--- src/rtl/rv_pkg.sv ---
package rv_pkg;

  localparam int xlen = 64;                  // Data and address width of RV64

  typedef logic [xlen-1:0] xlen_t;           // Register value, PC or immediate
  typedef logic [31:0]     inst_t;           // One instruction word
  typedef logic [4:0]      reg_idx_t;        // Architectural register number
  typedef logic [6:0]      opcode_t;         // Major opcode, inst[6:0]

  // Major opcodes of the supported subset
  localparam opcode_t op_imm    = 7'b0010011;
  localparam opcode_t op_reg    = 7'b0110011;
  localparam opcode_t op_lui    = 7'b0110111;
  localparam opcode_t op_jal    = 7'b1101111;
  localparam opcode_t op_branch = 7'b1100011;

  typedef enum logic [2:0] {
    alu_add,
    alu_sub,
    alu_and,
    alu_or,
    alu_xor,
    alu_pass                                 // Second operand straight through, LUI
  } alu_op_e;

  typedef enum logic [2:0] {
    kind_alu,                                // Register or immediate ALU op, LUI
    kind_beq,
    kind_bne,
    kind_jal,
    kind_nop                                 // Anything outside the subset
  } instr_kind_e;

  // Fetch request sequencing, one request in flight at most
  typedef enum logic [1:0] {
    fetch_idle,
    fetch_request,
    fetch_wait
  } fetch_state_e;

endpackage

--- src/rtl/reg_file.sv ---
`timescale 1ns/10ps

module reg_file (
  input  logic             clk,
  input  logic             reset,
  input  rv_pkg::reg_idx_t rs1,
  input  rv_pkg::reg_idx_t rs2,
  input  logic             we,
  input  rv_pkg::reg_idx_t wr_rd,
  input  rv_pkg::xlen_t    wr_data,
  output rv_pkg::xlen_t    rs1_data,
  output rv_pkg::xlen_t    rs2_data
);
  import rv_pkg::*;

  xlen_t regs [32];                          // Entry 0 cleared and never written

  // Same-cycle write is forwarded, x0 reads zero
  assign rs1_data = (rs1 == '0) ? '0 : (we && wr_rd == rs1) ? wr_data : regs[rs1];
  assign rs2_data = (rs2 == '0) ? '0 : (we && wr_rd == rs2) ? wr_data : regs[rs2];

  always_ff @(posedge clk) begin
    if (reset) begin
      for (int i = 0; i < 32; i++) regs[i] <= '0;
    end else if (we && wr_rd != '0) begin
      regs[wr_rd] <= wr_data;
    end
  end

endmodule

--- config.mk ---
export PLATFORM = sky130hd
export DESIGN_NAME = reg_file
export DESIGN_NICKNAME = d
export VERILOG_FILES = /design/src/rtl/rv_pkg.sv /design/src/rtl/reg_file.sv
export SDC_FILE = /design/constraint.sdc
export NUM_CORES = 2
export LEC_CHECK = 0
export ABC_CLOCK_PERIOD_IN_PS = 7170
export BUFFER_PORTS_ARGS = -buffer_cell sky130_fd_sc_hd__buf_4
export CAP_MARGIN = 0
export CORE_MARGIN = 2
export CORE_UTILIZATION = 50
export DETAILED_ROUTE_END_ITERATION = 8
export PLACE_DENSITY = 0.66
export SYNTH_ARGS = -nofsm -noshare
export SYNTH_HDL_FRONTEND = slang
export SYNTH_SLANG_ARGS = --single-unit
--- constraint.sdc ---
create_clock -name clk -period 7.17 [get_ports clk]
set_clock_uncertainty 0.15 [all_clocks]
set_input_delay 1.434 -clock clk [delete_from_list [all_inputs] [get_ports clk]]
set_output_delay 1.434 -clock clk [all_outputs]
set_load 0.005 [all_outputs]
* After elaboration in Yosys (flattened, before gate mapping) *
Memories as Yosys holds them, arrays and structs flattened.
Index checks and enable logic that the tools add are counted.

storage, ports and cells
  memories = 1
  latch bits = 0
  register bits after elaboration = 0
  input port bits = 82
  logic and storage cells = 22
  bits in read-only memories = 0
  output and inout port bits = 128
  bits in writable memories = 2048

memory list
  name  words  width  rd ports  clocked after Yosys merged registers in  write ports  RTL line        text
  regs  32     64     2         0                                        32           reg_file.sv:16  xlen_t regs [32];

operators by class
  muxes and demuxes = 12
  reductions and logical operators = 7
  shift operators = 0
  $mul = 0
  bitwise gates (word level) = 0
  div/mod/pow operators = 0
  order comparisons = 0
  equality and inequality tests = 2
  add/sub/neg operators = 0

operators by type and width
  kind                 count
  $mux W64             5
  $reduce_or A64 Y1    1
  $eq A5 B5 Y1         2
  $logic_not A5 Y1     2
  $mux W1              6
  $mux W5              1
  $reduce_bool A5 Y1   1
  $logic_and A1 B1 Y1  3

* Logic depth before layout (Yosys ltp) *
  depth after elaboration = 7
  depth in mapped cells = 10
  mapped depth without buffers = 5

* Least setup slack after synthesis *
OpenSTA, ideal clock, no wires.

  path type = input to output
  start = input rs1[0]
  end = output rs1_data[3]
  path buffers = 5
  slack = 2.283 ns
  arrival = 3.303 ns
  stages on the path = 9
  required time = 5.586 ns
  cells stage by stage = clkbuf_2 > buf_6 > buf_6 > buf_4 > buf_2 > mux4_2 > mux2i_1 > nand2_1 > a22o_1

on the way
  longest elaborated chain between the ends = 4

ends and longest elaborated chain
  item                                                                     RTL line        text
  start, declared                                                          reg_file.sv:6   input rv_pkg::reg_idx_t rs1,
  parallel branches: the longest is 3 deep, another holds $mem_v2 Z32 W64  --
  $mux W64 *                                                               reg_file.sv:19  assign rs1_data = (rs1 == '0) ? '0 : (we && wr_rd == rs1) ? wr_data : regs[rs1];
  end, declared                                                            reg_file.sv:11  output rv_pkg::xlen_t rs1_data,

Every way passes the cells marked *.

* Worst setup path in the final report *
  start = input rs1[2]
  end = output rs1_data[31]

The elaborated chain is that of the path after synthesis.

==> flow_summary.ini <==
[status]
status = complete, but fails checks
violations = capacitance limit, slew limit

[setup_path]
worstPathArrival_ps = 5250
endpoint_kind = primary output
start_kind = input port
worstPathRequired_ps = 5590
worstPathMaxFanout = 29
critPathKind = input port to primary output

[cells_and_area]
nFillCells = 16520
multi_input_area_mm2 = 0.04383
area_growth_syn_to_layout_pct = 10.73
largest_reg_flops = 2048
drive_above_1_share_pct = 25.82
final-seq-area_mm2 = 0.06150
top_regs = regs (2048)
layout_commonest_cell = edfxtp_1
nets = 6942
layout_common_cells = 2,048 x edfxtp_1, 1,985 x and2_1, 1,015 x mux4_2
largest-register = regs

[die]
rows = 170
io_pins = 210
initial_utilization_pct = 50.29
core_mm2 = 0.2146
fp.dieH_um = 468.6
die_area_mm2 = 0.2196
die_w_um = 468.6

[grt]
antenna_found_initial = 59
grt_overflow = 0
grt_pass1_vias = 70090
grt_pass1_wl_um = 563300
grt_max_degree = 121
grt.total_usage_pct = 37.49

[sta]
period_minus_slack_ps = 6835
slew_viol_final = 2
fin_crit_sh_pct = 95.32
hold_ws_ps = 853.3
slew_headroom_pct = -6.163
setup_violations = 0
setup_tns_ps = 0
final_hold_viol_count = 0
rsz0062_at_grt = false
worst_slew_pin_slew_ps = 1578
fmax_ghz = 0.1463
layout_setup_ws_ps = 335.4

[pwr]
power.total_uw = 28830
power.share.combinational_pct = 12.9
p_leak_uw = 0.04095
p_seq_share_pct = 49.1
p_clk_share_pct = 38.0
p_sw_share_pct = 25.51
switchingPower_uw = 7355
p_int_uw = 21470
power_density_mw_per_mm2 = 241.2
ir_drop_mv = 0.2907

[placed_design]
place_ws_ps = 707.0
gp_congestion = 0.8897
io_buffers = 209
dp_hpwl_um = 225100

[drt]
vias = 72420
drc = 0
final_antenna_net_count = 0
viasPerCell = 7.283
drt_iter0_drc = 13840
wl_um = 413400
wire_per_inst_um = 41.57
first_pass_iters = 6

[clock_network]
cts_buffers = 211
cts_root_buf = clkbuf_16
cts_sinks = 2048
cts_buffer_depth = 3
ctsResizeCount = 0
cts_hold_buf = 0
htree_levels = 4
cts_tree = done
postCtsSetupBuffers = 0
path_clk_slew_ps = 70

[logic_synthesis]
yosys.cell_types.count = 54
yosysSeqAreaShare_pct = 56.98
synth_area_leader_cell = edfxtp_1
syn_avg_cell_area_um2 = 15.54
async_flop_share_pct = 0
ys_ff_latch = 2048
synth_flop_cell = edfxtp_1
synthCells = 6947
synth_area_mm2 = 0.1079
yosys-top-cells-area = edfxtp_1 57%, mux4_2 21%, and2_1 12%
yosys_warnings = 0
synth_top_cell_area_share_pct = 56.98
synth-edff-count = 2048

[job]
maxCapViolations = 1

[min_path]
hp-class = input port to flip-flop
whs_path_depth = 1
power by group through the flow:
stage	combinational, µW	clock (µW)	sequential [µW]
3_5_place_dp	3610	0	14400
4_1_cts	3620	10900	14100
3_3_place_gp	3590	0	14300
6_report	3710	11000	14200
5_1_grt	3760	11400	14200
2_1_floorplan	2140	0	14300
metrics by stage:
stage	instance area (µm²)	cells	utilization (%)
final	119500	9943	55.68
after detailed placement	112700	9485	52.51
after floorplan	108200	7010	-
after global placement	112700	9485	52.51
after CTS	119400	9880	55.61
after global routing	119400	9897	55.63
final timing paths:
kind	from	to	slack, ps
worst min-delay path	reset	regs[0][26]$_SDFFCE_PN0P_	850
worst max-delay path	rs1[2]	rs1_data[31]	340
Yosys cell counts, types with 46 or more instances:
| library cell | number |
|---|---|
| edfxtp_1 | 2048 |
| and2_1 | 1987 |
| mux4_2 | 1015 |
| clkbuf_1 | 577 |
| o22ai_1 | 213 |
| mux2i_1 | 182 |
| a22o_1 | 116 |
| buf_2 | 111 |
| a22oi_1 | 106 |
| nand2_1 | 87 |
| a211oi_1 | 55 |
| buf_1 | 52 |
| nand3_1 | 49 |
| nor2_1 | 46 |
area by class of cell:
cell class	count	share of cell area, %
Sequential cell	2048	51.46
Multi-Input combinational cell	4171	36.68
Clock buffer	264	4.674
Timing Repair Buffer	425	3.175
Tap cell	2838	2.971
Clock inverter	131	0.8972
Antenna cell	63	0.1319
Inverter	3	0.01361
critical path, cell delays in order:
cell and delay (ps):
buf_6 440, nor2_1 360, and3b_1 450, a31o_4 450, buf_12 240, nor4_1 1320
a22o_1 280, buf_4 120
kinds of logic (layout without fill, tap and decap cells):
group | after synthesis | count (layout) | synth area share (%)
flops | 2048 | 2048 | 56.98
mux | 1206 | 1206 | 22.96
simple gates | 2305 | 2305 | 12.99
buf+inv | 791 | 823 | 3.072
other cells | 1 | 127 | 0.003475
compound gates | 586 | 586 | 3.909
xor+xnor | 10 | 10 | 0.08115
routing by layer:
layer,vias up,track usage [%],part of all wire [%]
met5,-,0.3030,0.023
met4,7,23.57,7.2
met3,1483,10.73,14
met2,6851,55.98,45
met1,37190,48.49,33
li1,26880,-,-
No activity file was read; power rests on OpenSTA's default activity.
