--- config.mk ---
export PLATFORM = sky130hd
export DESIGN_NAME = fetch_unit
export DESIGN_NICKNAME = d
export VERILOG_FILES = /design/src/rtl/rv_pkg.sv /design/src/rtl/fetch_unit.sv
export SDC_FILE = /design/constraint.sdc
export NUM_CORES = 1
export LEC_CHECK = 0
export BUFFER_PORTS_ARGS = -buffer_cell sky130_fd_sc_hd__buf_2
export CORE_MARGIN = 8
export CORE_UTILIZATION = 55
export DETAILED_ROUTE_END_ITERATION = 10
export GPL_TIMING_DRIVEN = 0
export PLACE_DENSITY = 0.95
export REMOVE_ABC_BUFFERS = 1
export SETUP_SLACK_MARGIN = 0.02
export SYNTH_ARGS = -nofsm -noshare
export SYNTH_HDL_FRONTEND = slang
export SYNTH_SLANG_ARGS = --single-unit
--- constraint.sdc ---
create_clock -name clk -period 6.2 [get_ports clk]
set_clock_uncertainty 0.15 [all_clocks]
set_input_delay 0.62 -clock clk [delete_from_list [all_inputs] [get_ports clk]]
set_output_delay 0.62 -clock clk [all_outputs]
set_load 0.02 [all_outputs]
--- src/rtl/rv_pkg.sv ---
package rv_pkg;

  localparam int xlen = 64;                  // Data and address width of RV64

  typedef logic [xlen-1:0] xlen_t;           // Register value, PC or immediate
  typedef logic [31:0]     inst_t;           // One instruction word
  typedef logic [4:0]      reg_idx_t;        // Architectural register number
  typedef logic [6:0]      opcode_t;         // Major opcode, inst[6:0]

  // Major opcodes of the supported subset
  localparam opcode_t op_imm    = 7'b0010011;
  localparam opcode_t op_reg    = 7'b0110011;
  localparam opcode_t op_lui    = 7'b0110111;
  localparam opcode_t op_jal    = 7'b1101111;
  localparam opcode_t op_branch = 7'b1100011;

  typedef enum logic [2:0] {
    alu_add,
    alu_sub,
    alu_and,
    alu_or,
    alu_xor,
    alu_pass                                 // Second operand straight through, LUI
  } alu_op_e;

  typedef enum logic [2:0] {
    kind_alu,                                // Register or immediate ALU op, LUI
    kind_beq,
    kind_bne,
    kind_jal,
    kind_nop                                 // Anything outside the subset
  } instr_kind_e;

  // Fetch request sequencing, one request in flight at most
  typedef enum logic [1:0] {
    fetch_idle,
    fetch_request,
    fetch_wait
  } fetch_state_e;

endpackage

--- src/rtl/fetch_unit.sv ---
`timescale 1ns/10ps

module fetch_unit #(
  parameter rv_pkg::xlen_t boot_addr = '0
) (
  input  logic          clk,
  input  logic          reset,
  input  logic          stall_decode,
  input  logic          flush_front,
  input  logic          discard_rsp,
  input  logic          redirect_valid,
  input  rv_pkg::xlen_t redirect_pc,
  input  logic          imem_req_ready,
  input  logic          imem_rsp_valid,
  input  rv_pkg::inst_t imem_rsp_data,
  output logic          imem_req_valid,
  output rv_pkg::xlen_t imem_req_addr,
  output logic          fetch_outstanding,
  output logic          if_valid,
  output rv_pkg::inst_t if_inst,
  output rv_pkg::xlen_t if_pc
);
  import rv_pkg::*;

  fetch_state_e state;
  xlen_t        pc;                          // Next address to fetch
  xlen_t        req_addr;                    // Held stable until the memory takes it
  logic         issue;
  logic         rsp_load;

  // IF/ID empty or moving into decode this cycle, and no redirect pending
  assign issue    = (state == fetch_idle) && (!if_valid || !stall_decode) && !flush_front;
  assign rsp_load = (state == fetch_wait) && imem_rsp_valid && !discard_rsp && !flush_front;

  assign imem_req_valid    = (state == fetch_request);
  assign imem_req_addr     = req_addr;
  assign fetch_outstanding = (state != fetch_idle);  // Includes a request not yet taken

  always_ff @(posedge clk) begin
    if (reset) begin
      state    <= fetch_idle;
      pc       <= boot_addr;
      if_valid <= 1'b0;
    end else begin
      case (state)
        fetch_idle:    if (issue) state <= fetch_request;
        fetch_request: if (imem_req_ready) state <= fetch_wait;
        fetch_wait:    if (imem_rsp_valid) state <= fetch_idle;  // Stale ones too
        default:       state <= fetch_idle;
      endcase
      if (redirect_valid) begin
        pc <= redirect_pc;                   // A request in flight keeps its address
      end else if (issue) begin
        pc <= pc + 'd4;
      end
      if (flush_front) if_valid <= 1'b0;
      else if (rsp_load) if_valid <= 1'b1;
      else if (!stall_decode) if_valid <= 1'b0;  // Taken by decode
    end
  end

  always_ff @(posedge clk) begin
    if (issue) req_addr <= pc;
    if (rsp_load) begin
      if_inst <= imem_rsp_data;
      if_pc   <= req_addr;
    end
  end

endmodule

; Word-level counts from Yosys, hierarchy flattened
; Cells that the tools add are included.
; Widths: inputs -> output; s select.
[totals]
inputBits = 104
regBits = 227
elab_cells = 36
out_inout_bits = 163
[op_classes]
eq_ne = 6
n_addsub = 1
muxes = 8
n_reduce_logical = 15
[op_table]
columns = operator, n
row1 = $mux 64, 2
row2 = $add 64x3->64 const B, 1
row3 = $mux 2, 3
row4 = $ne 2x2->1 const B, 3
row5 = $pmux 2 s3, 1
row6 = $logic_and 1x1->1, 5
row7 = $logic_not 1->1, 4
row8 = $reduce_bool 2->1, 2
row9 = $reduce_and 3->1, 1
row10 = $eq 2x1->1 const B, 1
row11 = $eq 2x2->1 const B, 1
row12 = $logic_not 2->1, 1
row13 = $mux 1, 2
row14 = $ne 2x1->1 const B, 1
row15 = $reduce_or 2->1, 1
row16 = $logic_or 1x1->1, 1

; Depth between registers and ports, before layout
[depth]
word_depth = 6
mapped_depth = 8
depth_no_buf = 5

; Worst setup path before layout
; No wires, ideal clock.
[synth_timing]
path_type = input port to flip-flop
startpoint = in stall_decode
endpoint = reg pc[9]
path_slack_ps = 2146
path_stages = 6
t_arrival_ps = 3833
n_path_buf = 1
required_ps = 5979
setup_ps = 71
path_cell_list = a2111oi_4 -> clkbuf_1 -> nand4_1 -> xnor2_1 -> nand2_1 -> a21oi_1
[synth_via]
elab_chain_len = 5
[synth_lines]
columns = element, line_no
row1 = "start, declared", fetch_unit.sv:8  ; input logic stall_decode,
row2 = $logic_not 1->1, n/a
row3 = $logic_or 1x1->1, fetch_unit.sv:32  ; assign issue = (state == fetch_idle) && (!if_valid || !stall_decode) && !flush_front;
row4 = $logic_and 1x1->1 (2 in series), fetch_unit.sv:32
row5 = net issue, fetch_unit.sv:28  ; logic issue;
row6 = $reduce_bool 2->1 (no line), n/a
row7 = "end signal, assigned", fetch_unit.sv:42  ; pc <= boot_addr;
row8 = "end signal, assigned", fetch_unit.sv:52  ; pc <= redirect_pc;
row9 = "end signal, assigned", fetch_unit.sv:54  ; pc <= pc + 'd4;
row10 = "end, declared", fetch_unit.sv:26  ; xlen_t pc;
; The timed path passes the listed nets, and every way through them passes these cells.
; A chain may end at the register's enable or synchronous reset.

; Worst setup path after layout
[layout_timing]
startpoint = reg state[0]
endpoint = reg pc[61]
[layout_via]
elab_chain_len = 4
[layout_lines]
columns = element, line_no
row1 = "start, declared", fetch_unit.sv:25  ; fetch_state_e state;
row2 = "start signal, assigned", fetch_unit.sv:41  ; state <= fetch_idle;
row3 = "start signal, assigned", fetch_unit.sv:46  ; fetch_idle: if (issue) state <= fetch_request;
row4 = "start signal, assigned", fetch_unit.sv:47  ; fetch_request: if (imem_req_ready) state <= fetch_wait;
row5 = $logic_not 2->1, fetch_unit.sv:32
row6 = $logic_and 1x1->1 (2 in series), fetch_unit.sv:32
row7 = $reduce_bool 2->1 (no line), n/a
; No other way between the ends.

==> results.yml <==
setup_path:
  required_ns: 6.45
  crit_chain: "a2111oi_4 -> buf_6 -> nand4_1 -> or4_1 -> or4_1 -> a311oi_1"
  crit_path_top_delay_cell: "a2111oi_4"
  crit_fanout: 15
  cp_common_cell: "or4_1"
  critical_path_buf_inv_count: 1
  cp-end-kind: "flip-flop"
  max_stage_delay_ns: 0.96
  startpoint_type: "flip-flop"
  cp.arrival_ns: 4.24
  path_class: "reg2reg"
  path_delay_family: "simple AND/OR/NAND/NOR gates"
sta:
  fmax_mhz: 251.0
  tns_ns: 0
  finalHoldViolations: 0
  worst_pin_slew_ns: 1.071
  fin_crit_ns: 3.984
  timing.slew.headroom: 0.2862
  rsz0062_at_grt: "no"
  setup_violations: 0
  period_share: 0.6427
  slew_violations: 0
  holdWs_ns: 0.1530
cells_and_area:
  drive_gt1_frac: 0.3429
  area_delta_synth_final_pct: 26.23
  final_cell_count_no_fill: 1096
  nFillCells: 1008
  final_cell_mix: "buf_2, edfxtp_1, dfxtp_1"
  final_nets: 996
  fin_area_um2: 10830
  final_common_cell: "buf_2"
global_routing:
  grt_max_degree: 74
  grt_pass1_wl_mm: 34.11
  grt_pass1_vias: 6188
  grt_use_total: 0.2155
  antenna_found_initial: 1
  overflow: 0
drt:
  wl_per_cell_um: 20.32
  viasPerCell: 5.614
  route.detailed.drc: 0
  detail-route-antenna-nets: 0
  first_pass_iters: 5
  drt_iter0_markers: 569
  routed_wl_mm: 22.27
  num_vias: 6153
clock_tree:
  cts_tree: "built"
  cts-root-buf: "clkbuf_16"
  clock-sinks: 227
  clock_latency_ns: 0.49
  cts_buffers: 22
  holdBufCountCts: 0
  clock_path_buffers: 3
  path_clk_slew_ns: 0.07
  ctsResizeCount: 0
  postCtsSetupBuffers: 0
  ctsHtreeMaxLevel: 1
place:
  io_buffers: 266
  dpl_cell_area_um2: 10130
  dp_hpwl_mm: 15.84
  gp_congestion: 0.8443
  placedCellCount: 1054
synth:
  synth_edf_count: 160
  avgSynthCellArea_um2: 13.64
  yosysWarnings: 0
  async_flop_share: 0
  ys_top_cells_by_area: "edfxtp_1, dfxtp_1, a211oi_1"
  synth_cells: 629
  syn_area_um2: 8582
  synth_cell_types: 48
  synth_top_area_cell: "edfxtp_1"
  synth-seq-cells: 227
  ys_dominant_reg_cell: "edfxtp_1"
  seq_area_frac_synth: 0.7161
  synth_top_area_share: 0.5598
die:
  die_w_um: 140.9
  fp.coreArea_um2: 15200
  die_h_um: 140.9
  start_util: 0.5645
  num_rows: 45
  dieArea_um2: 19860
  ioPinCount: 267
power_and_ir_drop:
  p_clk_frac: 0.388
  pwr-share-seq: 0.540
  leakage_nw: 4.103
  powerDensity_nw_per_um2: 300.7
  comb_power_share: 0.072
  p_switching_mw: 0.7305
  switching_share: 0.2243
  peakVddDrop_mv: 0.2452
  internal_power_mw: 2.527
min_path:
  hp-class: "in2reg"
run_status:
  status: "complete, no violations"
flow_run:
  max_cap_viol_count: 0
-- per-layer routing --
metal,up-vias,GRT usage,wire length (µm)
li1,2912,-,-
met1,2899,0.2456,8363
met2,299,0.3940,11560
met3,43,0.04727,1780
met4,0,0.06900,569
met5,-,0,0
-- synth_stat cells, types with 2 or more instances --
master and number:
a2111oi_0 10, a211oi_1 39, a21oi_1 11, a311oi_1 7, and2_0 2, and2_1 2, and3_1 8, and4_1 15
buf_1 3, buf_2 2, clkbuf_1 32, dfxtp_1 67, edfxtp_1 160, inv_1 16, mux2i_1 3, nand2_1 32
nand3_1 24, nand4_1 18, nor2_1 58, nor3_1 18, nor3b_1 4, nor4_1 11, nor4b_1 8, o211ai_1 3
o21a_1 2, o21ai_0 6, o31ai_1 3, or2_2 2, or3_1 5, or4_1 4, xnor2_1 30, xor2_1 8
-- logic make-up (layout without fill, tap and decap cells) --
| logic type | Yosys count | in the layout | share of synthesized area |
|---|---|---|---|
| XOR/XNOR | 38 | 38 | 0.03878 |
| buffers and inverters | 53 | 331 | 0.02347 |
| AND/OR/NAND/NOR | 221 | 221 | 0.1410 |
| other | 0 | 1 | 0 |
| flip-flops | 227 | 227 | 0.7161 |
| AO/OA/AOI/OAI | 86 | 86 | 0.07567 |
| multiplexers | 3 | 3 | 0.003499 |
| adder cells (fa/ha/maj) | 1 | 1 | 0.001458 |
-- state kept, by name (all words and copies together), names as in the netlist --
signal         cells
if_valid           1
state              2
pc                64
if_inst           32
if_pc             64
imem_req_addr     64
-- cell type report --
| class | count | area (µm²) | share of cell area |
|---|---|---|---|
| Multi-Input combinational cell | 349 | 2245 | 0.2072 |
| Clock inverter | 8 | 62.56 | 0.005775 |
| Sequential cell | 227 | 6146 | 0.5673 |
| Antenna cell | 1 | 2.502 | 0.0002310 |
| Clock buffer | 32 | 619.3 | 0.05717 |
| Timing Repair Buffer | 275 | 1463 | 0.1350 |
| Tap cell | 188 | 235.2 | 0.02171 |
| Inverter | 16 | 60.06 | 0.005544 |
-- power by group through the flow --
stage | clock [mW] | sequential, mW | combinational [mW]
detailed placement | 0 | 1.79 | 0.233
global placement | 0 | 1.79 | 0.219
global route | 1.35 | 1.77 | 0.253
floorplan | 0 | 1.82 | 0.0761
CTS | 1.29 | 1.76 | 0.235
finish | 1.26 | 1.76 | 0.234
-- worst paths after layout --
check	slack, ns	start	endpoint	depth (start not counted)
worst max register to register	2.22	state[0]	pc[61]	6
worst min register to register	0.29	imem_req_addr[40]	if_pc[40]	0
worst min-delay path	0.15	imem_rsp_data[24]	if_inst[24]	1
worst max-delay path	2.22	state[0]	pc[61]	6
-- worst register-to-register path, delay by kind of cell, from the launching register on --
| kind | cells | cell delay [ns] |
|---|---|---|
| and+or+nand+nor | 3 | 1.87 |
| buffers and inverters | 1 | 0.29 |
| AOI/OAI and AO/OA | 2 | 1.22 |
| DFF | 1 | 0.37 |
-- metrics by stage --
stage | util | power [mW] | worst slack, ns
floorplan | - | 1.898 | 0.2423
global placement | 0.6583 | 2.006 | -2.070
detailed placement | 0.6663 | 2.022 | 1.861
CTS | 0.7111 | 3.285 | 2.215
global route | 0.7126 | 3.366 | 2.031
finish | 0.7126 | 3.257 | 2.216
Power figures use the tool's default switching activity.
