`config.mk`:
```
export PLATFORM = sky130hd
export DESIGN_NAME = pipe_control
export DESIGN_NICKNAME = d
export VERILOG_FILES = /design/src/rtl/rv_pkg.sv /design/src/rtl/pipe_control.sv
export SDC_FILE = /design/constraint.sdc
export NUM_CORES = 1
export LEC_CHECK = 0
export ABC_CLOCK_PERIOD_IN_PS = 1500
export BUFFER_PORTS_ARGS = -buffer_cell sky130_fd_sc_hd__buf_2
export CORE_AREA = 4 4 41 43
export CTS_BUF_LIST = sky130_fd_sc_hd__clkbuf_4 sky130_fd_sc_hd__clkbuf_8
export DETAILED_ROUTE_END_ITERATION = 7
export DIE_AREA = 0 0 45 47
export PLACE_DENSITY = 0.53
export SLEW_MARGIN = 20
export SYNTH_ARGS = -nofsm -noshare
export SYNTH_HDL_FRONTEND = slang
export SYNTH_SLANG_ARGS = --single-unit
```
`constraint.sdc`:
```
create_clock -name clk -period 1.5 [get_ports clk]
set_input_delay 0.3 -clock clk [delete_from_list [all_inputs] [get_ports clk]]
set_output_delay 0.3 -clock clk [all_outputs]
set_load 0.005 [all_outputs]
```
`src/rtl/rv_pkg.sv`:
```
package rv_pkg;

  localparam int xlen = 64;                  // Data and address width of RV64

  typedef logic [xlen-1:0] xlen_t;           // Register value, PC or immediate
  typedef logic [31:0]     inst_t;           // One instruction word
  typedef logic [4:0]      reg_idx_t;        // Architectural register number
  typedef logic [6:0]      opcode_t;         // Major opcode, inst[6:0]

  // Major opcodes of the supported subset
  localparam opcode_t op_imm    = 7'b0010011;
  localparam opcode_t op_reg    = 7'b0110011;
  localparam opcode_t op_lui    = 7'b0110111;
  localparam opcode_t op_jal    = 7'b1101111;
  localparam opcode_t op_branch = 7'b1100011;

  typedef enum logic [2:0] {
    alu_add,
    alu_sub,
    alu_and,
    alu_or,
    alu_xor,
    alu_pass                                 // Second operand straight through, LUI
  } alu_op_e;

  typedef enum logic [2:0] {
    kind_alu,                                // Register or immediate ALU op, LUI
    kind_beq,
    kind_bne,
    kind_jal,
    kind_nop                                 // Anything outside the subset
  } instr_kind_e;

  // Fetch request sequencing, one request in flight at most
  typedef enum logic [1:0] {
    fetch_idle,
    fetch_request,
    fetch_wait
  } fetch_state_e;

endpackage

```
`src/rtl/pipe_control.sv`:
```
`timescale 1ns/10ps

module pipe_control (
  input  logic             clk,
  input  logic             reset,
  input  logic             id_valid,
  input  rv_pkg::reg_idx_t id_rs1,
  input  rv_pkg::reg_idx_t id_rs2,
  input  logic             ex_valid,
  input  logic             ex_writes,
  input  rv_pkg::reg_idx_t ex_rd,
  input  logic             redirect_valid,
  input  logic             fetch_outstanding,
  input  logic             imem_rsp_valid,
  output logic             stall_decode,
  output logic             flush_front,
  output logic             discard_rsp
);

  logic ex_producer;                         // Execute holds a result not yet written
  logic rs1_hit;
  logic rs2_hit;
  logic discard_q;                           // Response in flight belongs to the old path

  assign ex_producer = ex_valid && ex_writes && (ex_rd != '0);
  assign rs1_hit     = (id_rs1 != '0) && (id_rs1 == ex_rd);  // x0 never hazards
  assign rs2_hit     = (id_rs2 != '0) && (id_rs2 == ex_rd);

  // Decode waits one cycle until the producer reaches write-back,
  // where the register file bypass hands the value over.
  // A redirect kills the decode instruction, so no stall then
  assign stall_decode = id_valid && ex_producer && (rs1_hit || rs2_hit) && !redirect_valid;

  assign flush_front = redirect_valid;       // Clears IF/ID and ID/EX
  assign discard_rsp = discard_q;

  // A response on the redirect edge itself is already dropped by the flush,
  // so the flag is only armed when the response is still to come
  always_ff @(posedge clk) begin
    if (reset) begin
      discard_q <= 1'b0;
    end else if (imem_rsp_valid) begin
      discard_q <= 1'b0;                     // Stale response has drained
    end else if (redirect_valid && fetch_outstanding) begin
      discard_q <= 1'b1;
    end
  end

endmodule

```
Word level (Yosys, flattened, before mapping)
Index checks and enable logic that the tools add are counted.
- equality and inequality tests: 2
- reduce and logical (&&, ||, !) cells: 14
- operator list (operator ; count):
    5-bit nonzero test ; 3
    5-bit == test ; 2
    1-bit logical AND ; 8
    2-bit OR reduction ; 1
    1-bit logical NOT ; 1
    1-bit logical OR ; 1
- input bits: 23
- output and inout port bits: 3
- register bits after elaboration: 1

Depth between registers and ports, before layout
Gate-level depths: netlist of run 1.
- word-level depth: 5
- mapped depth: 4

Worst setup path after synthesis of run 1
OpenSTA, ideal clock, no wires.
- kind: in2out
- from: in id_rs1[1]
- to: out stall_decode
- stages: 4
- slack: 0.161 ns
- arrival: 1.039 ns
- data required time: 1.200 ns
- buffers on the path: 0
- cells stage by stage: xor2_1 -> nor4_2 -> o21ai_1 -> a221oi_2
- longest elaborated chain between the ends: 5
- RTL lines (item ; line ; text):
    start: declaration ; pipe_control.sv:7 ; input rv_pkg::reg_idx_t id_rs1,
    5-bit == test or 5-bit nonzero test (tied branches) ; pipe_control.sv:26 ; assign rs1_hit = (id_rs1 != '0) && (id_rs1 == ex_rd);
    1-bit logical AND (*) ; pipe_control.sv:26 ;
    1-bit logical OR (*) ; pipe_control.sv:32 ; assign stall_decode = id_valid && ex_producer && (rs1_hit || rs2_hit) && !redirect_valid;
    1-bit logical AND (*) (2 in series) ; pipe_control.sv:32 ;
    end: declaration ; pipe_control.sv:15 ; output logic stall_decode,
Mark *: on every way between the ends. The rest lies on a longest branch, timed or not.

Worst setup path after layout of run 1
- from: in id_rs2[0]
- to: out stall_decode
- longest elaborated chain between the ends: 5
- RTL lines (item ; line ; text):
    start: declaration ; pipe_control.sv:8 ; input rv_pkg::reg_idx_t id_rs2,
    5-bit == test or 5-bit nonzero test (tied branches) ; pipe_control.sv:27 ; assign rs2_hit = (id_rs2 != '0) && (id_rs2 == ex_rd);
    1-bit logical AND (*) ; pipe_control.sv:27 ;
    1-bit logical OR (*) ; pipe_control.sv:32 ;
    1-bit logical AND (*) (2 in series) ; pipe_control.sv:32 ;
Marked as above.

==> run_results.csv, run 1 <==
group,metric,value,unit
sta,worst_max_slew_pin_slew,0.251,ns
sta,achievable-frequency,0.624,GHz
place,postPlaceCellArea,340,sq um
route,wl_met2,331,um
power_and_ir_drop,cellPowerDensity,293,mW/mm^2
setup_path,required,1.20,ns
route,drt-wirelength-per-cell,10.3,um
floorplan,die_w,45,um
place,hpwl_after_detailed_placement,642,um
setup_path,start_kind,"primary input",
route,drt-met1-wl,237,um
floorplan,num_rows,13,
sta,worst_hold_slack,0.463,ns
synthesis,largest_area_contributor_in_the_synthesized_netlist,"xor2_1",
sta,fin_crit,1.60,ns
global_routing,initial_antenna_violation_count,0,
clocking,clkSlewWorstSetupHoldPaths,0,ns
floorplan,chipHeight,47,um
synthesis,postSynthAreaPerCell,7.84,sq um
clocking,worst_skew_pair.late_latency,0,ns
sta,final-setup-viol-count,1,
synthesis,synthTopCellsByArea,"xor2_1 (34%), dfxtp_1 (9.8%), nor3_1 (9.8%)",
global_routing,grt_overflow_total,0,
synthesis,distinct_cells_synth,12,
global_routing,overall_track_demand_over_capacity_in_global_routing,6.61,%
power_and_ir_drop,p_leak,0.169,nW
setup_path,reg2reg_to,"discard_rsp$_SDFFE_PP0P_",
sta,worst_clock_skew,0,ns
global_routing,grt_max_degree,6,
layout,largest_reg_flops,1,
run,drv_cap,0,
clocking,postCtsSetupBuffers,0,
place,final_replace_weighted_congestion,0.636,
setup_path,rr_startpoint,"discard_rsp$_SDFFE_PP0P_",
place,port_buffer_cells,25,
sta,final_count_of_hold_timing_violations,0,
floorplan,coreArea,0.00130,sq mm
setup_path,cp-endpoint,"stall_decode",
route,detail_route.vias_per_cell,4.29,
route,final_antenna_net_count,0,
place,detailedPlace.worstSlack,-0.148,ns
sta,fin_crit_sh,107,%
setup_path,critPathArrivalTime,1.30,ns
floorplan,fp.dieArea,0.00212,sq mm
route,met3WireLength,103,um
layout,final_net_count,75,
status,run_status,"finished with violations",
floorplan,initial_utilization,15.7,%
synthesis,synth.yosys.warnings,0,
setup_path,critPathMaxFanout,2,
layout,layout.filler_cells,150,
global_routing,vias_in_the_first_global_route,304,
sta,setup_repair_after_global_routing_missed_its_margin,"true",
min_path,worstHoldPathCells,2,
global_routing,grt_first_pass_wirelength,1120,um
sta,drv_slew,0,
setup_path,reg2reg_depth,2,
synthesis,synth_sequential_area_ratio,9.82,%
route,detail_route.first_pass.iterations,1,
layout,finalInstanceArea,365,sq um
setup_path,reg2reg_setup_slack,0.92,ns
setup_path,setup.worst_path.end_class,"primary output",
route,via_count,279,
status,failed_checks,"negative setup slack",
setup_path,timing_worst_setup_path_type,"primary input to primary output",
layout,multiInputGateArea,176,sq um
route,drt-initial-drc-count,0,
route,highest-signal-layer,"met3",
route,routed_wl,671,um
power_and_ir_drop,total_power,107,uW
setup_path,critical_path.startpoint,"id_rs2[0]",
sta,post-route-worst-setup-slack,-0.103,ns
route,drcViolationCount,0,
power_and_ir_drop,power.ir.vdd_worst,0.000156,V
min_path,timing.hold.worst.class,"primary input to flip-flop",
synthesis,syn_inst,26,
synthesis,synth_seq_cells,1,
floorplan,top_level_ports,26,
synthesis,synth.cell_area,204,sq um
sta,slew-limit-headroom,83.1,%
synthesis,synth_top_area_share,34.4,%
layout,final_layout_size_suffix_gt1_share,54.0,%
layout,area_delta_synth_final,79.1,%
layout,antenna_cells,0,
synthesis,postSynthNetCount,49,
layout,ff_latch_area,20.0,sq um
power breakdown:
part	switching, mW	leakage [nW]	internal [mW]
logic	0.0337	0.161	0.0446
registers	0.000505	0.00816	0.0281
clock network	0	0	0
area by class of cell:
class,instances,area share (%)
Tap cell,15,5.14
Multi-Input combinational cell,24,48.3
Timing Repair Buffer,25,41.1
Sequential cell,1,5.48
cells in the final DEF, fill, tap and decap left out, drive strengths merged:
cell	n
a21oi	1
nand4b	1
nor3	4
a221oi	1
nor2	1
xor2	8
buf	25
dfxtp	1
nor4	4
o21ai	2
and2	2
cell families after synthesis:
| family | count (synthesis) | synth area share [%] |
|---|---|---|
| xor+xnor | 8 | 34.4 |
| simple gates | 12 | 37.4 |
| flops | 1 | 9.82 |
| compound gates | 4 | 14.7 |
| buf+inv | 1 | 3.68 |
worst min-delay path by stage:
stage / from / endpoint / slack, ns
after floorplan: reset / discard_rsp$_SDFFE_PP0P_ / 0.38
after global placement: reset / discard_rsp$_SDFFE_PP0P_ / 0.46
after detailed placement: reset / discard_rsp$_SDFFE_PP0P_ / 0.46
after CTS: reset / discard_rsp$_SDFFE_PP0P_ / 0.46
after global routing: reset / discard_rsp$_SDFFE_PP0P_ / 0.48
final: reset / discard_rsp$_SDFFE_PP0P_ / 0.46
synth_stat cells (all sizes together):
master / count
nor4: 4
and2: 2
o21ai: 2
xor2: 8
nor3: 4
buf: 1
nor2: 1
a221oi: 1
a21oi: 1
nand4b: 1
dfxtp: 1
stage by stage:
step                      cells  TNS, ns  utilization (%)
final                        65   -0.103             28.1
after global routing         65   -0.244             28.1
after CTS                    65   -0.132             28.1
after detailed placement     65   -0.148             26.2
after global placement       65   -0.135             26.2
after floorplan              26        0                -
worst max-delay path: stages:
cell and delay [ns]:
buf_6 0.09, xor2_1 0.14, nor4_1 0.27, o21ai_1 0.12, a221oi_2 0.23, buf_2 0.15
timing repair:
action	4_1_cts	5_1_grt
endpoints found under the setup margin	1	1
gates resized for setup	6	0
pin swaps	4	0
endpoints found under the hold margin	0	0
hold buffers	0	0
routing by layer:
metal	vias to the layer above	track usage, %
li1	145	-
met4	0	0
met5	-	0
met1	117	7.43
met2	17	13.6
met3	0	1.15
No activity file was read; power rests on OpenSTA's default activity.
==> run 2, diff against run 1 <==
--- a/config.mk
+++ b/config.mk
@@ -5,7 +5,7 @@
 export SDC_FILE = /design/constraint.sdc
 export NUM_CORES = 1
 export LEC_CHECK = 0
-export ABC_CLOCK_PERIOD_IN_PS = 1500
+export ABC_CLOCK_PERIOD_IN_PS = 2050
 export BUFFER_PORTS_ARGS = -buffer_cell sky130_fd_sc_hd__buf_2
 export CORE_AREA = 4 4 41 43
 export CTS_BUF_LIST = sky130_fd_sc_hd__clkbuf_4 sky130_fd_sc_hd__clkbuf_8
==> constraint.sdc (replaced) <==
create_clock -name clk -period 2.05 [get_ports clk]
set_input_delay 0.41 -clock clk [delete_from_list [all_inputs] [get_ports clk]]
set_output_delay 0.41 -clock clk [all_outputs]
set_load 0.005 [all_outputs]
==> run 2 against run 1 <==
The flow now finishes without violations. Utilization is 1.9 points lower. Design area is 6.8% lower. Die area stayed put. Combinational power is 33% lower. Wire length is 2.1% lower. Critical path depth stayed put. Via count is 0.72% higher. Clock skew stayed put. Flip-flop and latch count stayed put. Worst hold slack better by 0.046 ns. Sequential share of layout area is 0.40 points higher. Critical endpoint unchanged.
==> run_results.csv, run 2 (same netlist as run 1, synthesis figures left out) <==
group,metric,value,unit
min_path,hold_start,"discard_rsp$_SDFFE_PP0P_",
sta,worst_hold_slack,0.508,ns
sta,slew-limit-headroom,82.2,%
global_routing,grt_overflow_total,0,
clocking,post_cts_resize_count,0,
setup_path,start_kind,"primary input",
layout,area_delta_synth_final,66.9,%
power_and_ir_drop,cellPowerDensity,217,mW/mm^2
sta,drv_slew,0,
place,hpwl_after_detailed_placement,632,um
power_and_ir_drop,total_power,73.7,uW
setup_path,critPathMaxFanout,3,
clocking,clkSlewWorstSetupHoldPaths,0,ns
run,drv_cap,0,
route,detail_route.vias_per_cell,4.32,
layout,layout.cells.most_common_list,"buf_2 (25), xor2_1 (8), nor3_1 (4), nor4_1 (3)",
setup_path,timing_worst_setup_path_type,"primary input to primary output",
setup_path,cp.depth,6,
sta,fin_crit_sh,89.7,%
setup_path,rr_startpoint,"discard_rsp$_SDFFE_PP0P_",
floorplan,top_level_ports,26,
route,via_count,281,
sta,final-setup-viol-count,0,
layout,finalInstanceArea,340,sq um
route,final_antenna_net_count,0,
global_routing,grt_max_degree,6,
global_routing,initial_antenna_violation_count,0,
setup_path,critical_path_cell_sequence,"buf_2 -> xor2_1 -> nor4_2 -> o21ai_1 -> a221oi_2 -> buf_2",
route,drcViolationCount,0,
sta,fin_crit,1.84,ns
setup_path,required,1.64,ns
setup_path,critical_path.startpoint,"ex_rd[1]",
route,detail_route.first_pass.iterations,1,
status,run_status,"completed",
power_and_ir_drop,p_leak,0.161,nW
floorplan,fp.dieArea,0.00212,sq mm
clocking,cts.hold.buffers_added,0,
place,port_buffer_cells,25,
setup_path,reg2reg_depth,2,
route,routed_wl,657,um
power_and_ir_drop,power.ir.vdd_worst,0.000115,V
route,drt-initial-drc-count,0,
setup_path,cp-endpoint,"stall_decode",
route,drt-wirelength-per-cell,10.1,um
power_and_ir_drop,combPwrFrac,71.6,%
power_and_ir_drop,switching_share_of_power,34.2,%
min_path,timing.hold.worst.class,"flip-flop to flip-flop",
setup_path,cp_top_delay_family,"compound AO/OA/AOI/OAI gates",
setup_path,setup.worst_path.end_class,"primary output",
power_and_ir_drop,intPower,48.5,uW
layout,largest_reg_flops,1,
sta,setup_repair_after_global_routing_missed_its_margin,"false",
setup_path,critPathMostFrequentCell,"buf_2",
sta,worst_clock_skew,0,ns
sta,setup_total_negative_slack,0,ns
floorplan,initial_utilization,15.7,%
setup_path,reg2reg_to,"discard_rsp$_SDFFE_PP0P_",
global_routing,overall_track_demand_over_capacity_in_global_routing,6.61,%
place,final_replace_weighted_congestion,0.640,
floorplan,chipHeight,47,um
setup_path,crit_slowest_cell,"nor4_2",
power_and_ir_drop,seq_power_share,28.4,%
floorplan,coreArea,0.00130,sq mm
global_routing,grt_first_pass_wirelength,1120,um
layout,final_net_count,75,
sta,final_count_of_hold_timing_violations,0,
place,postPlaceCellArea,340,sq um
power_and_ir_drop,net-switching-power,25.2,uW
clocking,worst_skew_pair.late_latency,0,ns
layout,utilization,26.2,%
sta,worst_max_slew_pin_slew,0.265,ns
global_routing,vias_in_the_first_global_route,316,
layout,layout.cells.most_common,"buf_2",
clocking,postCtsSetupBuffers,0,
floorplan,die_w,45,um
power_and_ir_drop,p_clk_share,0,%
setup_path,reg2reg_setup_slack,1.48,ns
layout,antenna_cells,0,
setup_path,crit_path_max_incr_delay,0.26,ns
sta,achievable-frequency,0.544,GHz
sta,post-route-worst-setup-slack,0.210,ns
layout,layoutNonFillerInstCount,65,
place,placed_cells_incl_taps,65,
floorplan,num_rows,13,
setup_path,count_of_buffer_and_inverter_cells_on_the_critical_path,2,
setup_path,critPathArrivalTime,1.43,ns
layout,final_layout_size_suffix_gt1_share,54.0,%
place,detailedPlace.worstSlack,0.192,ns
-- run 2: power groups by stage --
stage | Combinational [mW] | Sequential [mW] | Clock [mW]
after floorplan | 0.0216 | 0.0210 | 0
after global placement | 0.0528 | 0.0209 | 0
after detailed placement | 0.0532 | 0.0210 | 0
after CTS | 0.0538 | 0.0210 | 0
after global routing | 0.0601 | 0.0210 | 0
final | 0.0528 | 0.0210 | 0
-- run 2: area by class of cell --
type	count	area, sq um
timing repair buffer	25	125
multi-input combinational	24	176
tap	15	18.8
fill	158	961
sequential	1	20.0
-- run 2: worst min path at each step --
stage               depth (start not counted)                       end
floorplan                                   1  discard_rsp$_SDFFE_PP0P_
global placement                            2  discard_rsp$_SDFFE_PP0P_
detailed placement                          2  discard_rsp$_SDFFE_PP0P_
CTS                                         2  discard_rsp$_SDFFE_PP0P_
global route                                2  discard_rsp$_SDFFE_PP0P_
finish                                      2  discard_rsp$_SDFFE_PP0P_
-- run 2: worst reg2reg max path, cell delays in order (launching register included) --
cell,delay (ns)
dfxtp_1,0.29
a21oi_1,0.11
nor3_1,0.05
-- run 2: metal layers --
layer / routed length (um) / GRT usage [%] / up-vias
li1: - / - / 145
met1: 246 / 7.66 / 119
met2: 333 / 13.8 / 17
met3: 77 / 0.383 / 0
met4: 0 / 0 / 0
met5: 0 / 0 / -
