**src/rtl/rv_pkg.sv**
```systemverilog
package rv_pkg;

  localparam int xlen = 64;                  // Data and address width of RV64

  typedef logic [xlen-1:0] xlen_t;           // Register value, PC or immediate
  typedef logic [31:0]     inst_t;           // One instruction word
  typedef logic [4:0]      reg_idx_t;        // Architectural register number
  typedef logic [6:0]      opcode_t;         // Major opcode, inst[6:0]

  // Major opcodes of the supported subset
  localparam opcode_t op_imm    = 7'b0010011;
  localparam opcode_t op_reg    = 7'b0110011;
  localparam opcode_t op_lui    = 7'b0110111;
  localparam opcode_t op_jal    = 7'b1101111;
  localparam opcode_t op_branch = 7'b1100011;

  typedef enum logic [2:0] {
    alu_add,
    alu_sub,
    alu_and,
    alu_or,
    alu_xor,
    alu_pass                                 // Second operand straight through, LUI
  } alu_op_e;

  typedef enum logic [2:0] {
    kind_alu,                                // Register or immediate ALU op, LUI
    kind_beq,
    kind_bne,
    kind_jal,
    kind_nop                                 // Anything outside the subset
  } instr_kind_e;

  // Fetch request sequencing, one request in flight at most
  typedef enum logic [1:0] {
    fetch_idle,
    fetch_request,
    fetch_wait
  } fetch_state_e;

endpackage

```
**src/rtl/execute_unit.sv**
```systemverilog
`timescale 1ns/10ps

module execute_unit (
  input  logic                clk,
  input  logic                reset,
  input  logic                ex_valid,
  input  rv_pkg::instr_kind_e ex_kind,
  input  rv_pkg::alu_op_e     ex_alu_op,
  input  logic                ex_use_imm,
  input  rv_pkg::reg_idx_t    ex_rd,
  input  logic                ex_writes,
  input  rv_pkg::xlen_t       ex_pc,
  input  rv_pkg::xlen_t       ex_imm,
  input  rv_pkg::xlen_t       ex_a,
  input  rv_pkg::xlen_t       ex_b,
  output logic                redirect_valid,
  output rv_pkg::xlen_t       redirect_pc,
  output logic                commit_valid,
  output rv_pkg::reg_idx_t    commit_rd,
  output rv_pkg::xlen_t       commit_data
);
  import rv_pkg::*;

  xlen_t op_b;
  xlen_t alu_res;
  xlen_t link;                               // Return address for JAL
  logic  taken;

  assign op_b = ex_use_imm ? ex_imm : ex_b;
  assign link = ex_pc + 'd4;

  always_comb begin
    case (ex_alu_op)
      alu_sub:  alu_res = ex_a - op_b;
      alu_and:  alu_res = ex_a & op_b;
      alu_or:   alu_res = ex_a | op_b;
      alu_xor:  alu_res = ex_a ^ op_b;
      alu_pass: alu_res = op_b;              // LUI, immediate already shifted
      default:  alu_res = ex_a + op_b;
    endcase
  end

  // Branches always compare the two register operands
  always_comb begin
    case (ex_kind)
      kind_jal: taken = 1'b1;
      kind_beq: taken = (ex_a == ex_b);
      kind_bne: taken = (ex_a != ex_b);
      default:  taken = 1'b0;
    endcase
  end

  assign redirect_valid = ex_valid && taken;  // Same cycle as the branch sits in ID/EX
  assign redirect_pc    = ex_pc + ex_imm;

  always_ff @(posedge clk) begin
    if (reset) commit_valid <= 1'b0;
    else commit_valid <= ex_valid && ex_writes && (ex_rd != '0);  // x0 writes vanish
  end

  always_ff @(posedge clk) begin
    commit_rd   <= ex_rd;
    commit_data <= (ex_kind == kind_jal) ? link : alu_res;
  end

endmodule

```
**config.mk**
```make
export PLATFORM = sky130hd
export DESIGN_NAME = execute_unit
export DESIGN_NICKNAME = d
export VERILOG_FILES = /design/src/rtl/rv_pkg.sv /design/src/rtl/execute_unit.sv
export SDC_FILE = /design/constraint.sdc
export NUM_CORES = 1
export LEC_CHECK = 0
export BUFFER_PORTS_ARGS = -buffer_cell sky130_fd_sc_hd__buf_4
export CORE_MARGIN = 4
export CORE_UTILIZATION = 38
export CTS_CLUSTER_DIAMETER = 120
export CTS_CLUSTER_SIZE = 16
export DETAILED_ROUTE_END_ITERATION = 8
export GPL_TIMING_DRIVEN = 0
export PLACE_DENSITY = 0.61
export SLEW_MARGIN = 25
export SYNTH_ARGS = -nofsm -noshare
export SYNTH_HDL_FRONTEND = slang
export SYNTH_SLANG_ARGS = --single-unit
```
**constraint.sdc**
```tcl
create_clock -name clk -period 8.6 [get_ports clk]
set_clock_uncertainty 0.2 [all_clocks]
set_input_delay 0.86 -clock clk [delete_from_list [all_inputs] [get_ports clk]]
set_output_delay 0.86 -clock clk [all_outputs]
set_load 0.01 [all_outputs]
```
## Yosys cells after proc, flatten, opt, wreduce, memory -nomap -nowiden

Cells that the tools add are included.

- Add/sub/neg operators: 4
- Eq/ne operators: 10
- Muxes and demuxes: 4
- Bitwise operators: 3
- Reduce and logical (&&, ||, !) cells: 4

Operator list:

| operator | number |
|---|---|
| $pmux W64 S5 | 1 |
| $add A64 B64 Y64 | 2 |
| $mux W64 | 2 |
| $add A64 B3 Y64 const B | 1 |
| $and A64 B64 Y64 | 1 |
| $eq A64 B64 Y1 | 1 |
| $ne A64 B64 Y1 | 1 |
| $or A64 B64 Y64 | 1 |
| $sub A64 B64 Y64 | 1 |
| $xor A64 B64 Y64 | 1 |
| $eq A3 B2 Y1 const B | 4 |
| $eq A3 B1 Y1 const B | 2 |
| $eq A3 B3 Y1 const B | 2 |
| $reduce_bool A5 Y1 | 1 |
| $logic_and A1 B1 Y1 | 3 |
| $pmux W1 S3 | 1 |

- Bits in registers: 70
- Input bits: 272
- Output and inout port bits: 135
- Logic and storage cells: 28

## Logic depth before layout (Yosys ltp)

- Depth in word-level cells: 4
- Mapped depth: 30
- Depth with buffers taken out: 21

## Least setup slack after synthesis

No wires, ideal clock.

- Path type: input to register
- Start point: in ex_use_imm
- End point: reg commit_data[58]
- Library setup time: 132 ps
- Arrival time: 6884 ps
- Required time: 8268 ps
- Path slack: 1384 ps
- Stages on the path: 29
- Path buffers: 9
- Path through: buf_6 -> buf_2 -> buf_4 -> buf_2 -> buf_2 -> buf_2 -> buf_2 -> mux2_2 -> inv_1 -> ha_1 -> o221ai_1 -> or4_1 -> buf_2 -> nand2b_1 -> nor3_1 -> a31oi_1 -> xnor2_1 -> ha_1 -> clkbuf_1 -> and3_1 -> a211o_1 -> o311ai_0 -> nand2_1 -> and4_1 -> o211ai_1 -> a2111oi_0 -> or3_1 -> a31oi_1 -> a21oi_1

- Cells in the longest elaborated chain, start to end: 4
- Elaborated cells on any way between the ends: 8
- Those cells by class: add/sub (2); mux (3); bitwise (3)

Ends and longest elaborated chain:

| what | RTL line | source |
|---|---|---|
| start: declaration | execute_unit.sv:9 | `input logic ex_use_imm,` |
| $mux W64 (*) | execute_unit.sv:29 | `assign op_b = ex_use_imm ? ex_imm : ex_b;` |
| $add A64 B64 Y64 (tied with other cells) | execute_unit.sv:39 | `default: alu_res = ex_a + op_b;` |
| $pmux W64 S5 (*) | execute_unit.sv:33 | `case (ex_alu_op)` |
| $mux W64 (*) | execute_unit.sv:63 | `commit_data <= (ex_kind == kind_jal) ? link : alu_res;` |
| end signal: assignment | execute_unit.sv:63 |  |
| end: declaration | execute_unit.sv:20 | `output rv_pkg::xlen_t commit_data` |

Mark *: on every way between the ends. The rest lies on a longest branch, timed or not.
A chain may end at the register's enable or synchronous reset.

## Worst setup path in the final report

- Start point: in ex_use_imm
- End point: reg commit_data[63]

Same word-level chain as after synthesis.

==> impl_metrics.prom <==
# TYPE chip_impl_metric gauge
chip_impl_metric{name="chipHeight",unit="um"} 225.7
chip_impl_metric{name="final_layout_size_suffix_gt1_share",unit="%"} 16.59
chip_impl_metric{name="timing_max_transition_violations_final",unit=""} 0
chip_impl_metric{name="num_cts_buffers",unit=""} 9
chip_impl_info{name="critical_path.slowest_cell",value="sky130_fd_sc_hd__or4_1"} 1
chip_impl_metric{name="area_growth_syn_to_layout",unit="%"} 23.78
chip_impl_metric{name="postRouteAntennaNets",unit=""} 0
chip_impl_info{name="critical-path-top-cell-by-count",value="sky130_fd_sc_hd__buf_6"} 1
chip_impl_metric{name="htree_levels",unit=""} 3
chip_impl_metric{name="cp_data_required_time",unit="ns"} 8.74
chip_impl_metric{name="p_leak",unit="uW"} 0.01028
chip_impl_metric{name="synth_edf_count",unit=""} 0
chip_impl_metric{name="synthAdderAreaFrac",unit="%"} 18.00
chip_impl_metric{name="detail_route.wirelength",unit="um"} 101800
chip_impl_metric{name="report.final.hold_viol_count",unit=""} 0
chip_impl_metric{name="synth.distinct_cells",unit=""} 80
chip_impl_metric{name="cts.path.max_buffers",unit=""} 2
chip_impl_info{name="postSynth.topFlopCell",value="sky130_fd_sc_hd__dfxtp_1"} 1
chip_impl_metric{name="total_of_warnings_raised_by_yosys",unit=""} 0
chip_impl_metric{name="detailedPlacementHpwl",unit="um"} 83500
chip_impl_info{name="synth.top_cells.by_area",value="sky130_fd_sc_hd__ha_1 18%, sky130_fd_sc_hd__xnor2_1 11%, sky130_fd_sc_hd__dfxtp_1 7.8%"} 1
chip_impl_metric{name="crit_arrival",unit="ns"} 8.55
chip_impl_metric{name="synthSimpleGateAreaFrac",unit="%"} 19.92
chip_impl_metric{name="critical-path-max-stage-delay",unit="ns"} 0.54
chip_impl_metric{name="layout_setup_ws",unit="ns"} 0.1869
chip_impl_metric{name="maxCapViolCount",unit=""} 0
chip_impl_metric{name="hold_buf_count_cts",unit=""} 0
chip_impl_metric{name="fraction_of_synthesis_flops_using_an_asynchronous_set_or_reset_pin",unit="%"} 0
chip_impl_metric{name="net_count_after_synthesis",unit=""} 3093
chip_impl_metric{name="grt_pass1_vias",unit=""} 21295
chip_impl_metric{name="via_count",unit=""} 22585
chip_impl_metric{name="num_io_pins",unit=""} 407
chip_impl_info{name="dominant_combinational_cell_family_by_area_after_synthesis",value="compound AO/OA/AOI/OAI gates"} 1
chip_impl_metric{name="final_global_route_overflow_total",unit=""} 0
chip_impl_info{name="worst_setup_path_end_kind",value="flop"} 1
chip_impl_metric{name="tritoncts_num_sinks",unit=""} 70
chip_impl_info{name="critical_path_class",value="input pin to flop"} 1
chip_impl_metric{name="postSynthRegisterBits",unit=""} 70
chip_impl_info{name="worst_setup_path_endpoint",value="commit_data[63]$_DFF_P_"} 1
chip_impl_info{name="grt_setup_unrepaired",value="no"} 1
chip_impl_metric{name="grt_start_max_net_pins",unit=""} 13
chip_impl_metric{name="number_of_standard_cells_after_synthesis",unit=""} 2563
chip_impl_metric{name="worst_slew_margin_rel",unit="%"} 21.39
chip_impl_metric{name="fmaxAchievable",unit="MHz"} 118.9
chip_impl_metric{name="synthesis.area",unit="um2"} 18020
chip_impl_metric{name="tightestPinTransition",unit="ns"} 1.179
chip_impl_metric{name="clock_edge_transition_at_the_registers_on_the_reported_setup_and_hold_paths",unit="ns"} 0.07
chip_impl_metric{name="cellPowerDensity",unit="nW/um2"} 127.0
chip_impl_metric{name="routed_via_density",unit=""} 6.282
chip_impl_info{name="synthDominantAreaCellType",value="sky130_fd_sc_hd__ha_1"} 1
chip_impl_info{name="cell_at_the_root_of_the_clock_tree",value="sky130_fd_sc_hd__clkbuf_16"} 1
chip_impl_metric{name="floorplan.die_area",unit="um2"} 50960
chip_impl_metric{name="layout.cell_area.non_filler",unit="um2"} 22300
chip_impl_metric{name="numPortBuffers",unit=""} 402
chip_impl_metric{name="antenna_violations_before_repair",unit=""} 4
chip_impl_metric{name="remaining_drc_errors",unit=""} 0
chip_impl_metric{name="floorplan.core_area",unit="um2"} 46750
chip_impl_info{name="cts_tree",value="yes"} 1
chip_impl_metric{name="fin_crit_sh",unit="%"} 97.83
chip_impl_metric{name="worst_ir_drop_vdd",unit="mV"} 0.08001
chip_impl_info{name="startpoint_type",value="input pin"} 1
chip_impl_metric{name="grt_pass1_wl",unit="um"} 143000
chip_impl_metric{name="drt_first_iter_violations",unit=""} 2783
chip_impl_metric{name="synthesis.area_per_instance",unit="um2"} 7.029
chip_impl_metric{name="grt_resource_usage_total",unit="%"} 37.95
chip_impl_metric{name="yosysSeqAreaShare",unit="%"} 7.778
chip_impl_metric{name="timing.final.crit_period",unit="ns"} 8.413
chip_impl_info{name="critPathLaunch",value="ex_use_imm"} 1
chip_impl_metric{name="detailedPlace.worstSlack",unit="ns"} -1.573
chip_impl_metric{name="placement_rows",unit=""} 79
chip_impl_metric{name="gpl.final_weighted_congestion",unit=""} 1.029
chip_impl_metric{name="route.detailed.wl_per_inst",unit="um"} 28.32
chip_impl_metric{name="synth_top_cell_area_share",unit="%"} 17.78
chip_impl_metric{name="postPlaceCellArea",unit="um2"} 21840
chip_impl_info{name="min-delay-path-class",value="input pin to flop"} 1
chip_impl_metric{name="floorplan.initialDensity",unit="%"} 38.53
chip_impl_metric{name="timing.final.setup_violations",unit=""} 0
chip_impl_metric{name="fp.dieW",unit="um"} 225.7
chip_impl_metric{name="cp_max_fo",unit=""} 17
chip_impl_metric{name="synth.area.mux_share",unit="%"} 4.729
chip_impl_metric{name="dr.pass1.iters",unit=""} 6
chip_impl_metric{name="final_nets",unit=""} 3508
chip_impl_info{name="run_status",value="complete, no violations"} 1
chip_impl_metric{name="synth_compound_gate_area_share",unit="%"} 28.81
chip_impl_metric{name="xor_and_xnor_area_share_after_synthesis",unit="%"} 14.05
## worst min path at each step
stage                        start                    to  cells after the start
final                     ex_rd[0]  commit_rd[0]$_DFF_P_                      1
after global routing      ex_rd[2]  commit_rd[2]$_DFF_P_                      1
after CTS                 ex_rd[0]  commit_rd[0]$_DFF_P_                      1
after detailed placement  ex_rd[0]  commit_rd[0]$_DFF_P_                      1
after global placement    ex_rd[1]  commit_rd[1]$_DFF_P_                      1
after floorplan           ex_rd[0]  commit_rd[0]$_DFF_P_                      0
## logic make-up (layout without fill, tap and decap cells)
kind of cell | Yosys count | in the layout
compound gates | 824 | 824
simple gates | 728 | 728
buf+inv | 312 | 732
xor+xnor | 289 | 289
fa+ha+maj | 258 | 258
mux | 82 | 82
flops | 70 | 70
other cells | 0 | 5
## registers in the layout, indices dropped and copies added, names as in the netlist
register,flops
commit_rd,5
commit_valid,1
commit_data,64
## layout make-up
type	instances	area, um2
antenna	5	12.51
buffer	127	541.8
clock buffer	11	252.7
clock inverter	5	81.33
fill	4819	24450
inverter	183	686.9
multi-input combinational	2181	15510
sequential	70	1401
tap	607	759.5
timing repair buffer	406	3052
## placed cells by master, fill, tap and decap left out, types with 20 or more instances in the layout
cell,count
sky130_fd_sc_hd__a21oi_1,256
sky130_fd_sc_hd__and3_1,32
sky130_fd_sc_hd__buf_4,407
sky130_fd_sc_hd__nand3_1,57
sky130_fd_sc_hd__nor3_1,38
sky130_fd_sc_hd__nor2b_1,20
sky130_fd_sc_hd__o21bai_1,26
sky130_fd_sc_hd__ha_1,256
sky130_fd_sc_hd__mux2i_1,71
sky130_fd_sc_hd__a21o_1,79
sky130_fd_sc_hd__nand4_1,65
sky130_fd_sc_hd__xnor2_1,222
sky130_fd_sc_hd__inv_1,181
sky130_fd_sc_hd__xor2_1,67
sky130_fd_sc_hd__nand2_1,225
sky130_fd_sc_hd__o22ai_1,29
sky130_fd_sc_hd__a211oi_1,46
sky130_fd_sc_hd__nor2_1,164
sky130_fd_sc_hd__o221ai_1,23
sky130_fd_sc_hd__o21ai_0,182
sky130_fd_sc_hd__clkbuf_1,102
sky130_fd_sc_hd__dfxtp_1,70
sky130_fd_sc_hd__a31oi_1,31
## power by group
| group | internal [uW] | total (uW) | switching, uW | leakage [uW] |
|---|---|---|---|---|
| Clock | 270 | 462 | 192 | 0.000162 |
| Combinational | 765 | 1940 | 1180 | 0.00953 |
| Sequential | 396 | 426 | 30.1 | 0.000590 |
| Total | 1430 | 2830 | 1400 | 0.0103 |
## cell usage after synthesis, types with 14 or more instances
| master | instances |
|---|---|
| sky130_fd_sc_hd__a211oi_1 | 46 |
| sky130_fd_sc_hd__a21o_1 | 79 |
| sky130_fd_sc_hd__a21oi_1 | 258 |
| sky130_fd_sc_hd__a221oi_1 | 18 |
| sky130_fd_sc_hd__a31oi_1 | 31 |
| sky130_fd_sc_hd__and2_1 | 17 |
| sky130_fd_sc_hd__and3_1 | 32 |
| sky130_fd_sc_hd__and4_1 | 17 |
| sky130_fd_sc_hd__clkbuf_1 | 110 |
| sky130_fd_sc_hd__dfxtp_1 | 70 |
| sky130_fd_sc_hd__ha_1 | 256 |
| sky130_fd_sc_hd__inv_1 | 181 |
| sky130_fd_sc_hd__mux2i_1 | 72 |
| sky130_fd_sc_hd__nand2_1 | 225 |
| sky130_fd_sc_hd__nand2b_1 | 18 |
| sky130_fd_sc_hd__nand3_1 | 57 |
| sky130_fd_sc_hd__nand4_1 | 65 |
| sky130_fd_sc_hd__nor2_1 | 165 |
| sky130_fd_sc_hd__nor2b_1 | 20 |
| sky130_fd_sc_hd__nor3_1 | 41 |
| sky130_fd_sc_hd__o211ai_1 | 19 |
| sky130_fd_sc_hd__o21a_1 | 17 |
| sky130_fd_sc_hd__o21ai_0 | 185 |
| sky130_fd_sc_hd__o21bai_1 | 26 |
| sky130_fd_sc_hd__o221ai_1 | 23 |
| sky130_fd_sc_hd__o22ai_1 | 29 |
| sky130_fd_sc_hd__or3_1 | 14 |
| sky130_fd_sc_hd__xnor2_1 | 222 |
| sky130_fd_sc_hd__xor2_1 | 67 |
## worst max-delay path: cells and delay by family
kind / cells / cell delay, ns
mux: 2 / 0.72
buf+inv: 10 / 2.50
xor+xnor: 1 / 0.16
fa+ha+maj: 2 / 0.48
compound gates: 4 / 0.85
simple gates: 10 / 2.90
## metrics by stage
step           std cells  utilization [%]  power (uW)  TNS (ns)  hold slack (ns)
6_report            3595            47.70        2832         0           0.3808
5_1_grt             3594            47.69        2974         0           0.3759
4_1_cts             3591            47.60        2775         0           0.3662
3_5_place_dp        3574            46.70        2298    -33.22           0.7781
3_3_place_gp        3572            46.61        2284    -38.34           0.7764
2_1_floorplan       2563                -        1492         0           0.6877
## metal layers
metal  wire length [um]  up-vias  track usage, %
met4               5429        0           17.64
met3              12100      257           9.502
li1                   -    10132               -
met1              42070    10682           51.73
met2              42200     1514           56.10
met5                  0        -               0
## repair_timing
action                                  in CTS  in global routing
gates resized for setup                     16                  7
pin swaps                                    1                  2
buffers inserted                             1                  1
endpoints found under the setup margin      29                 23
No activity file was read; power rests on OpenSTA's default activity.
